### src/hdl/trig_pkg.sv
/* widths, limits and encodings shared by the front-panel trigger path
   channel count and DDR3 size are fixed for the digitizer board */
package trig_pkg;

  // channel setup
  localparam int num_chan = 5;          // digitizer channels
  localparam int burst_w  = 23;         // burst counts and stored-burst counters

  // storage limits, in bursts
  localparam int unsigned ddr3_bursts          = 8388608; // per channel, 2^23
  localparam int unsigned payload_limit_bursts = 104857;  // 2^20 words / 5 chan / 2 words per burst

  // counter widths
  localparam int trig_num_w  = 24;      // global trigger number
  localparam int timestamp_w = 44;      // cycle-count timestamp
  localparam int count_w     = 32;      // cumulative and overflow counters
  localparam int width_w     = 4;       // fp trigger width setting

  // one-hot state machine
  localparam int state_w       = 5;
  localparam int st_idle       = 0;     // armed, waiting for a pulse
  localparam int st_wait       = 1;     // monitoring pulse width
  localparam int st_ready_info = 2;     // info word being built
  localparam int st_store_info = 3;     // info word offered to FIFO
  localparam int st_rearm      = 4;     // waiting for trigger to fall

  // trigger-length codes
  localparam int         len_w     = 2;
  localparam logic [1:0] len_none  = 2'b00; // width monitoring off
  localparam logic [1:0] len_short = 2'b01;
  localparam logic [1:0] len_long  = 2'b10;
  localparam logic [1:0] len_mixed = 2'b11; // dropped and came back within window

  // trigger information word
  // {zeros, length code, trigger number, timestamp}, timestamp at bit 0
  localparam int info_w  = 128;
  localparam int ts_lsb  = 0;
  localparam int num_lsb = ts_lsb + timestamp_w;   // bit 44
  localparam int len_lsb = num_lsb + trig_num_w;   // bit 68
  localparam int pad_w   = info_w - len_lsb - len_w; // 58 zero bits on top

endpackage

### src/hdl/burst_occupancy_tracker.sv
/* counts bursts stored in DDR3 per channel and blocks triggers that would overflow
   DDR3 or the event payload; the payload check looks at channel 0 only */
`timescale 1ns/100ps

module burst_occupancy_tracker (
  input  logic clk,
  input  logic reset,
  input  logic readout_done,      // readout finished, DDR3 is free again
  input  logic pulse_trigger,     // one-cycle accepted trigger from receiver
  input  logic [trig_pkg::num_chan-1:0] chan_en,
  input  logic [trig_pkg::num_chan-1:0][trig_pkg::burst_w-1:0] burst_count,
  input  logic [trig_pkg::burst_w-1:0] thres_ddr3_overflow,
  output logic [trig_pkg::num_chan-1:0][trig_pkg::burst_w-1:0] stored_bursts,
  output logic storage_blocked,   // next trigger would not fit
  output logic ddr3_almost_full   // some channel above threshold
);
  import trig_pkg::*;

  // increment is burst_count + 1, so one extra bit
  logic [num_chan-1:0][burst_w:0] incr;
  logic [num_chan-1:0]            chan_full;  // per channel DDR3 room check
  logic [num_chan-1:0]            chan_warn;  // per channel threshold check
  logic                           payload_full;

  // room < incr is evaluated as stored + incr > limit, no wrap on subtraction
  always_comb begin
    for (int i = 0; i < num_chan; i++) begin
      if (chan_en[i]) begin
        incr[i] = {1'b0, burst_count[i]} + 1'b1;
      end else begin
        incr[i] = '0; // disabled channel stores nothing
      end
      chan_full[i] = ({2'b00, stored_bursts[i]} + {1'b0, incr[i]}) >
                     (burst_w + 2)'(ddr3_bursts);
      chan_warn[i] = stored_bursts[i] > thres_ddr3_overflow;
    end
  end

  // event payload limit, all channels assumed read identically
  assign payload_full = ({2'b00, stored_bursts[0]} + {1'b0, incr[0]}) >
                        (burst_w + 2)'(payload_limit_bursts);

  assign storage_blocked  = (|chan_full) | payload_full;
  assign ddr3_almost_full = |chan_warn;

  // stored-burst counters, one edge after the pulse trigger
  always_ff @(posedge clk) begin
    if (reset | readout_done) begin
      stored_bursts <= '0;
    end else if (pulse_trigger) begin
      for (int i = 0; i < num_chan; i++) begin
        stored_bursts[i] <= stored_bursts[i] + burst_w'(incr[i]); // fits, checked at accept
      end
    end
  end

endmodule

### src/hdl/pulse_trigger_receiver.sv
/* front-panel trigger FSM for asynchronous mode; one trigger in flight at a time
   and no new trigger is taken while the info FIFO applies back-pressure */
`timescale 1ns/100ps

module pulse_trigger_receiver (
  input  logic clk,
  input  logic reset,
  input  logic reset_trig_num,          // TTC channel B reset of trigger number
  input  logic reset_trig_timestamp,    // TTC channel B reset of timestamp
  input  logic trigger,                 // front-panel pulse
  input  logic [trig_pkg::width_w-1:0] fp_trig_width, // short/long boundary, 0 = off
  input  logic ttc_trigger,             // backplane trigger present
  input  logic ttc_acq_ready,           // channels ready to acquire
  input  logic accept_pulse_triggers,
  input  logic async_mode,
  input  logic readout_done,
  input  logic storage_blocked,         // from occupancy tracker
  input  logic fifo_ready,
  output logic pulse_trigger,           // one-cycle trigger to channels
  output logic [trig_pkg::trig_num_w-1:0] trig_num,
  output logic [trig_pkg::count_w-1:0]    accepted_ext_trigger_count,
  output logic [trig_pkg::trig_num_w-1:0] pulse_trigs_last_readout,
  output logic [trig_pkg::count_w-1:0]    ddr3_overflow_count,
  output logic fifo_valid,
  output logic [trig_pkg::info_w-1:0]     fifo_data,
  output logic [trig_pkg::state_w-1:0]    state
);
  import trig_pkg::*;

  logic [state_w-1:0]     next_state;
  logic [timestamp_w-1:0] timestamp_cnt;  // free-running cycle count
  logic [timestamp_w-1:0] trig_timestamp; // latched at accept
  logic [width_w-1:0]     wait_cnt;       // cycles spent monitoring width
  logic                   trig_went_lo;   // pulse dropped during the window
  logic [len_w-1:0]       trig_length;
  logic                   gate_open;
  logic                   accept;
  logic                   reject;
  logic                   wait_done;
  logic                   transfer;       // FIFO took the info word

  // all qualifiers for a front-panel pulse
  assign gate_open = trigger & async_mode & accept_pulse_triggers &
                     ~ttc_trigger & ttc_acq_ready;
  assign accept    = state[st_idle] & gate_open & ~storage_blocked;
  assign reject    = state[st_idle] & gate_open & storage_blocked; // would overflow
  assign wait_done = state[st_wait] & (wait_cnt == fp_trig_width);
  assign transfer  = state[st_store_info] & fifo_ready;

  // next-state logic, one bit set per state
  always_comb begin
    next_state = '0;
    case (1'b1)
      state[st_idle]: begin
        if (accept && fp_trig_width == '0) begin
          next_state[st_ready_info] = 1'b1; // no width monitoring
        end else if (accept) begin
          next_state[st_wait] = 1'b1;
        end else begin
          next_state[st_idle] = 1'b1;       // rejected or not gated in
        end
      end
      state[st_wait]: begin
        if (wait_done) next_state[st_ready_info] = 1'b1;
        else           next_state[st_wait]       = 1'b1;
      end
      state[st_ready_info]: next_state[st_store_info] = 1'b1;
      state[st_store_info]: begin
        if (!fifo_ready)  next_state[st_store_info] = 1'b1; // back-pressure, hold
        else if (trigger) next_state[st_rearm]      = 1'b1;
        else              next_state[st_idle]       = 1'b1;
      end
      state[st_rearm]: begin
        if (trigger) next_state[st_rearm] = 1'b1; // pulse still high
        else         next_state[st_idle]  = 1'b1;
      end
      default: next_state[st_idle] = 1'b1; // recover from a bad encoding
    endcase
  end

  // state, width monitor and overflow counter
  always_ff @(posedge clk) begin
    if (reset) begin
      state               <= state_w'(1 << st_idle);
      pulse_trigger       <= 1'b0;
      wait_cnt            <= '0;
      trig_went_lo        <= 1'b0;
      trig_length         <= len_none;
      ddr3_overflow_count <= '0;
    end else begin
      state         <= next_state;
      pulse_trigger <= accept;
      if (reject) ddr3_overflow_count <= ddr3_overflow_count + 1'b1; // every cycle held high

      if (accept) begin
        wait_cnt     <= width_w'(1); // accept edge is the first monitored cycle
        trig_went_lo <= 1'b0;
        trig_length  <= len_none;
      end else if (wait_done) begin
        if (!trigger)         trig_length <= len_short;
        else if (trig_went_lo) trig_length <= len_mixed;
        else                  trig_length <= len_long;
      end else if (state[st_wait]) begin
        wait_cnt <= wait_cnt + 1'b1;
        if (!trigger) trig_went_lo <= 1'b1; // caught low inside window
      end else if (transfer | state[st_idle]) begin
        wait_cnt     <= '0;
        trig_went_lo <= 1'b0;
        trig_length  <= len_none;
      end
    end
  end

  // trigger number, restarts at every readout
  always_ff @(posedge clk) begin
    if (reset | reset_trig_num | readout_done) begin
      trig_num <= '0;
    end else if (accept) begin
      trig_num <= trig_num + 1'b1; // first trigger is number 1
    end
  end

  // triggers held by the last readout; timestamp reset wins
  always_ff @(posedge clk) begin
    if (reset | reset_trig_timestamp) begin
      pulse_trigs_last_readout <= '0;
    end else if (reset_trig_num | readout_done) begin
      pulse_trigs_last_readout <= trig_num;
    end
  end

  // timestamp and cumulative count share the timestamp reset
  always_ff @(posedge clk) begin
    if (reset | reset_trig_timestamp) begin
      timestamp_cnt              <= '0;
      trig_timestamp             <= '0;
      accepted_ext_trigger_count <= '0;
    end else begin
      timestamp_cnt <= timestamp_cnt + 1'b1;
      if (accept) begin
        trig_timestamp             <= timestamp_cnt; // count value at accept edge
        accepted_ext_trigger_count <= accepted_ext_trigger_count + 1'b1;
      end
    end
  end

  // info word offered while in store state
  always_ff @(posedge clk) begin
    if (reset) fifo_valid <= 1'b0;
    else       fifo_valid <= next_state[st_store_info];
  end

  // built once on the way into store, so it stays stable under back-pressure
  always_ff @(posedge clk) begin
    if (state[st_ready_info]) begin
      fifo_data <= {{pad_w{1'b0}}, trig_length, trig_num, trig_timestamp};
    end
  end

endmodule

### src/hdl/trigger_info_fifo.sv
/* synchronous valid/ready FIFO for trigger info words
   depth must be a power of two, at least 2; read data is shown ahead */
`timescale 1ns/100ps

module trigger_info_fifo #(
  parameter int depth = 4
) (
  input  logic clk,
  input  logic reset,
  input  logic wr_valid,
  input  logic [trig_pkg::info_w-1:0] wr_data,
  input  logic rd_ready,
  output logic wr_ready,              // not full
  output logic rd_valid,              // not empty
  output logic [trig_pkg::info_w-1:0] rd_data
);
  import trig_pkg::*;

  logic [info_w-1:0]          mem [depth];
  logic [$clog2(depth)-1:0]   wr_ptr;   // wraps on its own at power-of-two depth
  logic [$clog2(depth)-1:0]   rd_ptr;
  logic [$clog2(depth):0]     count;    // 0 .. depth
  logic                       wr_fire;
  logic                       rd_fire;

  assign wr_ready = count != ($clog2(depth) + 1)'(depth);
  assign rd_valid = count != '0;
  assign rd_data  = mem[rd_ptr];       // head word
  assign wr_fire  = wr_valid & wr_ready;
  assign rd_fire  = rd_valid & rd_ready;

  // storage
  always_ff @(posedge clk) begin
    if (wr_fire) mem[wr_ptr] <= wr_data;
  end

  // pointers and occupancy
  always_ff @(posedge clk) begin
    if (reset) begin
      wr_ptr <= '0;
      rd_ptr <= '0;
      count  <= '0;
    end else begin
      if (wr_fire) wr_ptr <= wr_ptr + 1'b1;
      if (rd_fire) rd_ptr <= rd_ptr + 1'b1;
      case ({wr_fire, rd_fire})
        2'b10:   count <= count + 1'b1;
        2'b01:   count <= count - 1'b1;
        default: count <= count;       // both or neither
      endcase
    end
  end

endmodule

### src/hdl/pulse_trigger_top.sv
/* front-panel trigger path in asynchronous mode: receiver, DDR3 occupancy
   tracker and trigger info FIFO; info words leave through a valid/ready port */
`timescale 1ns/100ps

module pulse_trigger_top (
  input  logic clk,
  input  logic reset,
  input  logic reset_trig_num,
  input  logic reset_trig_timestamp,
  input  logic trigger,               // front-panel pulse
  input  logic [trig_pkg::width_w-1:0] fp_trig_width,
  input  logic ttc_trigger,
  input  logic ttc_acq_ready,
  input  logic accept_pulse_triggers,
  input  logic async_mode,
  input  logic readout_done,
  input  logic [trig_pkg::num_chan-1:0] chan_en,
  input  logic [trig_pkg::num_chan-1:0][trig_pkg::burst_w-1:0] burst_count,
  input  logic [trig_pkg::burst_w-1:0] thres_ddr3_overflow,
  input  logic info_ready,            // downstream trigger processor
  output logic pulse_trigger,
  output logic [trig_pkg::trig_num_w-1:0] trig_num,
  output logic [trig_pkg::count_w-1:0]    accepted_ext_trigger_count,
  output logic [trig_pkg::trig_num_w-1:0] pulse_trigs_last_readout,
  output logic [trig_pkg::count_w-1:0]    ddr3_overflow_count,
  output logic [trig_pkg::state_w-1:0]    state,
  output logic [trig_pkg::num_chan-1:0][trig_pkg::burst_w-1:0] stored_bursts,
  output logic ddr3_almost_full,
  output logic info_valid,
  output logic [trig_pkg::info_w-1:0] info_data
);
  import trig_pkg::*;

  logic              storage_blocked; // tracker says next trigger won't fit
  logic              fifo_valid;
  logic              fifo_ready;
  logic [info_w-1:0] fifo_data;

  pulse_trigger_receiver u_receiver (
    .clk                        (clk),
    .reset                      (reset),
    .reset_trig_num             (reset_trig_num),
    .reset_trig_timestamp       (reset_trig_timestamp),
    .trigger                    (trigger),
    .fp_trig_width              (fp_trig_width),
    .ttc_trigger                (ttc_trigger),
    .ttc_acq_ready              (ttc_acq_ready),
    .accept_pulse_triggers      (accept_pulse_triggers),
    .async_mode                 (async_mode),
    .readout_done               (readout_done),
    .storage_blocked            (storage_blocked),
    .fifo_ready                 (fifo_ready),
    .pulse_trigger              (pulse_trigger),
    .trig_num                   (trig_num),
    .accepted_ext_trigger_count (accepted_ext_trigger_count),
    .pulse_trigs_last_readout   (pulse_trigs_last_readout),
    .ddr3_overflow_count        (ddr3_overflow_count),
    .fifo_valid                 (fifo_valid),
    .fifo_data                  (fifo_data),
    .state                      (state)
  );

  burst_occupancy_tracker u_tracker (
    .clk                 (clk),
    .reset               (reset),
    .readout_done        (readout_done),
    .pulse_trigger       (pulse_trigger),
    .chan_en             (chan_en),
    .burst_count         (burst_count),
    .thres_ddr3_overflow (thres_ddr3_overflow),
    .stored_bursts       (stored_bursts),
    .storage_blocked     (storage_blocked),
    .ddr3_almost_full    (ddr3_almost_full)
  );

  trigger_info_fifo u_info_fifo (
    .clk      (clk),
    .reset    (reset),
    .wr_valid (fifo_valid),
    .wr_data  (fifo_data),
    .rd_ready (info_ready),
    .wr_ready (fifo_ready),
    .rd_valid (info_valid),
    .rd_data  (info_data)
  );

endmodule

### config.mk
export PLATFORM = sky130hd
export DESIGN_NAME = pulse_trigger_top
export DESIGN_NICKNAME = d
export VERILOG_FILES = /design/src/hdl/trig_pkg.sv /design/src/hdl/burst_occupancy_tracker.sv /design/src/hdl/pulse_trigger_receiver.sv /design/src/hdl/trigger_info_fifo.sv /design/src/hdl/pulse_trigger_top.sv
export SDC_FILE = /design/constraint.sdc
export NUM_CORES = 1
export LEC_CHECK = 0
export ABC_AREA = 1
export BUFFER_PORTS_ARGS = -buffer_cell sky130_fd_sc_hd__buf_4
export CAP_MARGIN = 25
export CORE_MARGIN = 2
export CORE_UTILIZATION = 54
export CTS_BUF_LIST = sky130_fd_sc_hd__clkbuf_8 sky130_fd_sc_hd__clkbuf_16
export DETAILED_ROUTE_END_ITERATION = 12
export PLACE_DENSITY = 0.73
export RECOVER_POWER = 50
export SLEW_MARGIN = 25
export SYNTH_ARGS = -nofsm -noshare
export SYNTH_HDL_FRONTEND = slang
export SYNTH_SLANG_ARGS = --single-unit
### constraint.sdc
create_clock -name clk -period 7.32 [get_ports clk]
set_clock_uncertainty 0.05 [all_clocks]
set_input_delay 0.732 -clock clk [delete_from_list [all_inputs] [get_ports clk]]
set_output_delay 0.732 -clock clk [all_outputs]
set_load 0.03 [all_outputs]
* Yosys cells after proc, flatten, opt, wreduce, memory -nomap -nowiden
Memories as Yosys holds them, arrays and structs flattened. A register that Yosys moved wholly into a read port is not among the register bits.
Index checks and enable logic that the tools add are counted.
** Operators by class
- $add $sub $neg :: 24
- $lt $le $gt $ge :: 11
- Eq/ne operators :: 7
- Mux-type cells :: 46
- Bitwise logic cells :: 21
- Reduce and logical (&&, ||, !) cells :: 15
** Operators with widths (count)
- 23-bit by 24-bit adder with 25-bit output :: 5
- 25-bit by 24-bit greater-than comparator with 1-bit output (second input constant) :: 5
- 23-bit by 1-bit adder with 24-bit output (second input constant) :: 5
- 24-bit 2-to-1 mux :: 5
- 23-bit adder :: 5
- 23-bit greater-than comparator :: 5
- 32-bit by 1-bit adder with 32-bit output (second input constant) :: 2
- 44-bit by 1-bit adder with 44-bit output (second input constant) :: 1
- 1-bit 2-to-1 mux :: 29
- 25-bit by 17-bit greater-than comparator with 1-bit output (second input constant) :: 1
- 24-bit by 1-bit adder with 24-bit output (second input constant) :: 1
- 2-bit 2-to-1 mux :: 9
- 1-bit AND :: 11
- 5-bit OR reduction :: 2
- 4-bit 2-to-1 mux :: 2
- 1-bit OR :: 7
- 3-bit one-hot mux with 2 select lines :: 1
- 2-bit AND reduction :: 3
- 2-bit nonzero test :: 3
- 3-bit nonzero test :: 2
- 2-bit by 1-bit adder with 2-bit output (second input constant) :: 2
- 4-bit by 1-bit adder with 4-bit output (second input constant) :: 1
- 4-bit == test :: 1
- 4-bit logical NOT :: 1
- other kinds (12) :: 15
** Word-level totals
- Bits in registers :: 406
- Bits in writable memories :: 280
- Bits of input ports :: 158
- Word-level logic and storage cells :: 148
- Memories :: 1
** Memories
- u_info_fifo.mem :: depth 4, width 70, read ports 1, clocked after Yosys merged registers in 1, wr ports 1, RTL line trigger_info_fifo.sv:19 : logic [info_w-1:0] mem [depth];

* Logic depth before layout (Yosys ltp)
- Depth in word-level cells :: 11
- Depth in mapped cells :: 39
- Depth with buffers taken out :: 38

* Cells and area by module
A second synthesis with hierarchy kept.
** Unflattened totals
- Cell total of the unflattened synthesis :: 5901
- Area total of the unflattened synthesis :: 49597.6 um^2
** Modules (own cells, without submodules)
- trigger_info_fifo :: instances 1, cells an instance 1306, area each 19822.8 um^2, sequential area each 15554.9 um^2
- burst_occupancy_tracker :: instances 1, cells an instance 2938, area each 17113.9 um^2, sequential area each 2302.2 um^2
- pulse_trigger_receiver :: instances 1, cells an instance 1657, area each 12660.9 um^2, sequential area each 6366.1 um^2

* Worst setup path before layout
Ideal clock, no wire load.
- Path type :: input -> register
- From :: input port burst_count[69] (netlist bit)
- To :: register u_receiver.accepted_ext_trigger_count[0] (netlist bit)
- Arrival time :: 4.407 ns
- Path slack :: 2.750 ns
- Cell stages on the path :: 38
- Path buffers :: 2
- Path through :: ha_1 > nand2_1 > nor2_1 > nand2_1 > nor2_1 > nand2_1 > nor2_1 > nand2_1 > nor2_1 > inv_1 > nor2_1 > inv_1 > nor2_1 > nand2_1 > nor2_1 > nand2_1 > inv_1 > nand2_1 > (+2 left out) > ha_1 > nand2_1 > nor2_1 > nand2_1 > inv_1 > nand4_1 > nand4_1 > nand2_1 > nor2_1 > nand3_1 > nor2_1 > nor2_1 > nor2_4 > nand3_4 > buf_6 > buf_4 > nor2_1 > nor2_1
** Between the ends
- Word-level cells in the longest chain between the ends :: 8
** Ends and longest elaborated chain
- from (decl) :: RTL line pulse_trigger_top.sv:18 : input logic [trig_pkg::num_chan-1:0][trig_pkg::burst_w-1:0] burst_count,
- 23-bit by 1-bit adder with 24-bit output :: RTL line burst_occupancy_tracker.sv:29 : incr[i] = {1'b0, burst_count[i]} + 1'b1;
- 24-bit 2-to-1 mux :: RTL line burst_occupancy_tracker.sv:28 : if (chan_en[i]) begin
- 23-bit by 24-bit adder with 25-bit output :: RTL line burst_occupancy_tracker.sv:33 : chan_full[i] = ({2'b00, stored_bursts[i]} + {1'b0, incr[i]}) >
- 25-bit by 24-bit greater-than comparator with 1-bit output :: RTL line burst_occupancy_tracker.sv:33
- 5-bit OR reduction :: RTL line burst_occupancy_tracker.sv:43 : assign storage_blocked = (|chan_full) | payload_full;
- 1-bit OR :: RTL line burst_occupancy_tracker.sv:43
- 1-bit inverter :: RTL line pulse_trigger_receiver.sv:45 : assign accept = state[st_idle] & gate_open & ~storage_blocked;
- 1-bit AND :: RTL line pulse_trigger_receiver.sv:45
- to (signal assigned) :: RTL line pulse_trigger_receiver.sv:142 : accepted_ext_trigger_count <= accepted_ext_trigger_count + 1'b1;
- to (decl) :: RTL line pulse_trigger_receiver.sv:21 : output logic [trig_pkg::count_w-1:0] accepted_ext_trigger_count,
No other way between the ends.
A chain may end at the register's enable or synchronous reset.

* Worst setup path in the final report
- From :: input port burst_count[46] (netlist bit)
- To :: register u_receiver.accepted_ext_trigger_count[18] (netlist bit)
The elaborated chain is that of the path after synthesis.

==> run metrics <==
maximum buffer depth of the clock tree 3; number of global-route vias before repair 35.43k; Pre-Repair DR Iteration Count 8; DRC violation count after routing 0; placement row count 101; Die Outline Area 78440 sq um; number of enable-type register cells in the synthesized netlist 350; Cells after Synth 5400; total standard cell area after synthesis 41160 sq um; run status finished, violations left; most frequent CP cell nand2_1; growth of design area from synthesis to finish 14.18%; ratio of routed vias to standard cells 5.675; global route total overflow 0; top-level port count 521; Overall Power 8.420 mW; H-tree Lvls 3; slew at the pin with the worst max-slew slack 3666 ps; Max Freq 167.8 MHz; Clk pin slew, worst setup/hold paths 60 ps; setup repair after global routing missed its margin no; startpoint kind of the worst setup timing path primary input; Main synth FF type edfxtp_1; PD cells 179.2 nW/um^2; number of nets with antenna violations after routing 0; worst hold path class in2reg; total track usage 31.48%; Required @ worst endpoint 7830 ps; Yosys warning total 0; CP Data Arrival Time 6470 ps; register area share after synthesis 41.93%; nets@finish 6211; critical-path cell with the highest stage delay buf_4; insertion delay of the later-clocked pin in the worst-skew pair 650 ps; total number of clock tree sinks 687; number of diodes 0; clock tree from TritonCTS done; hold path depth 3; final setup vio count 0; final worst path period need 5961 ps; initial antenna violation count 3; largest vdd supply drop 0.0001783 V; worst hold slack across all endpoints 343.3 ps; fillers 6966; Critical Path Fanout Max 51; TritonCTS Buffers 74; Netlist cell types 54; final RePlAce weighted congestion 0.9881; leakage power figure 19.86 nW; maximum number of pins on one net before global-route repair 99; hold buffer count at cts 0; final worst-path cycle share 81.43%; Placed Instance Area 45190 sq um; Detailed Place HPWL 93490 um; Setup Crit Path Kind in2reg; first-pass GRT wire length 195500 um; number of flip-flops and latches in the synthesized netlist 687; Crit path largest cell delay 600 ps; number of port buffers 462; sum of negative setup slack 0 ps; number of cells on the worst reg-to-reg path 3; Chip Height 280.1 um; failing checks max-capacitance violations, max-slew violations; average size of a mapped cell 7.622 sq um; Fin. Hold Viols 0; Slew Viols, Final 319; initial core utilization 54.37%; CORE AREA 75700 sq um; Die X-Extent 280.1 um; CP endpoint kind flop; number of DRC markers after the initial detailed-route iteration 3341; Maximum Capacitance Violations 6; number of vias in the routed layout 38.83k; share of async-settable or async-resettable flops after synthesis 0%; post-cts sizing count 0; area of all placed cells without fillers 47000 sq um; root buf cell clkbuf_16; Avg WL per Cell 18.60 um; Max transition margin -144.4%; layout cells sized above 1 7.709%; DRT Wirelength 127300 um; buffers inserted by post-CTS timing repair 0
-- worst max-delay path, delay by kind of cell --
kind / cells / cell delay [ps]
buffers and inverters: 5 / 1260
AND/OR/NAND/NOR: 24 / 3080
adder cells (fa/ha/maj): 2 / 500
AO/OA/AOI/OAI: 2 / 800
-- cells in the mapped netlist (all sizes together) (99+ instances only) --
library cell	number	area (sq um)
inv	658	2470
dfxtp	337	6746
o21ai	328	1642
nor3	131	660.6
nand2	1200	4512
edfxtp	350	10510
ha	246	3078
nand4	192	1207
nor2	635	2441
xor2	99	867.1
buf	108	716.9
a21oi	420	2102
clkbuf	114	427.9
nand3	230	1174
-- routing by layer --
layer	wire length, um	GRT usage (%)	vias to the layer above	share of wire [%]
met5	35	0	-	0.028
met4	4569	11.46	6	3.6
met3	11560	5.912	275	9.1
met2	55660	48.78	1673	44
met1	55430	43.90	17940	44
li1	-	-	18930	-
-- cell families after synthesis --
| logic type | share of synthesized area (%) |
|---|---|
| AOI/OAI and AO/OA | 12.79 |
| xor gates and xnor gates | 2.873 |
| and+or+nand+nor | 25.80 |
| DFF | 41.93 |
| adders and majority gates | 7.770 |
| other | 0.009111 |
| buffers and inverters | 8.828 |
-- final timing paths --
| path | startpoint | to | slack (ps) |
|---|---|---|---|
| hold / removal | trigger | u_receiver.trig_length[1] | 340 |
| hold reg to reg | u_receiver.trig_timestamp[4] | u_receiver.fifo_data[4] | 370 |
| setup / recovery | burst_count[46] | u_receiver.accepted_ext_trigger_count[18] | 1360 |
| setup reg to reg | u_receiver.pulse_trigger | u_tracker.stored_bursts[0] | 2160 |
-- report_power, final --
group / total (mW) / switching (mW) / internal [mW]
clock network: 3.85 / 1.65 / 2.20
registers: 4.01 / 0.00549 / 4.01
logic: 0.561 / 0.385 / 0.176
-- cell usage in the layout (no fill, tap or decap), types with 12 or more instances in the layout --
cell type,instances
a21oi_1,420
buf_4,286
clkbuf_1,204
clkbuf_16,75
clkbuf_8,14
clkinv_2,13
conb_1,58
dfxtp_1,335
edfxtp_1,350
ha_1,246
inv_1,661
nand2_1,1197
nand3_1,227
nand3b_1,33
nand4_1,191
nor2_1,616
nor3_1,129
nor4_1,35
o211ai_1,75
o21a_1,12
o21ai_0,323
o21bai_1,14
o22ai_1,70
xnor2_1,36
xor2_1,99
-- final cells by class --
| cell class | count | area, sq um | share of cell area, % |
|---|---|---|---|
| Sequential cell | 687 | 17260 | 36.73 |
| Inverter | 663 | 2490 | 5.298 |
| Timing Repair Buffer | 490 | 2913 | 6.198 |
| Tap cell | 978 | 1224 | 2.604 |
| Multi-Input combinational cell | 3885 | 20530 | 43.68 |
| Clock buffer | 89 | 2069 | 4.403 |
| Clock inverter | 49 | 511.7 | 1.089 |
-- per-stage QoR --
| step | instances | util [%] | worst slack (ps) |
|---|---|---|---|
| 3_5_place_dp | 6703 | 59.70 | 848.6 |
| 6_report | 6841 | 62.09 | 1359 |
| 3_3_place_gp | 6703 | 59.70 | 987.8 |
| 4_1_cts | 6841 | 63.11 | 1473 |
| 5_1_grt | 6841 | 62.09 | 782.4 |
| 2_1_floorplan | 5457 | - | 2750 |
-- registers in the layout, indices dropped and copies added (netlist names), 4 cells and up, named ones only --
| register | count |
|---|---|
| u_info_fifo.mem | 280 |
| u_tracker.stored_bursts | 115 |
| u_receiver.fifo_data | 70 |
| u_receiver.timestamp_cnt | 44 |
| u_receiver.trig_timestamp | 44 |
| u_receiver.accepted_ext_trigger_count | 32 |
| u_receiver.ddr3_overflow_count | 32 |
| u_receiver.pulse_trigs_last_readout | 24 |
| u_receiver.trig_num | 24 |
| u_receiver.state | 5 |
| u_receiver.wait_cnt | 4 |
(Power assumes the default switching activity.)
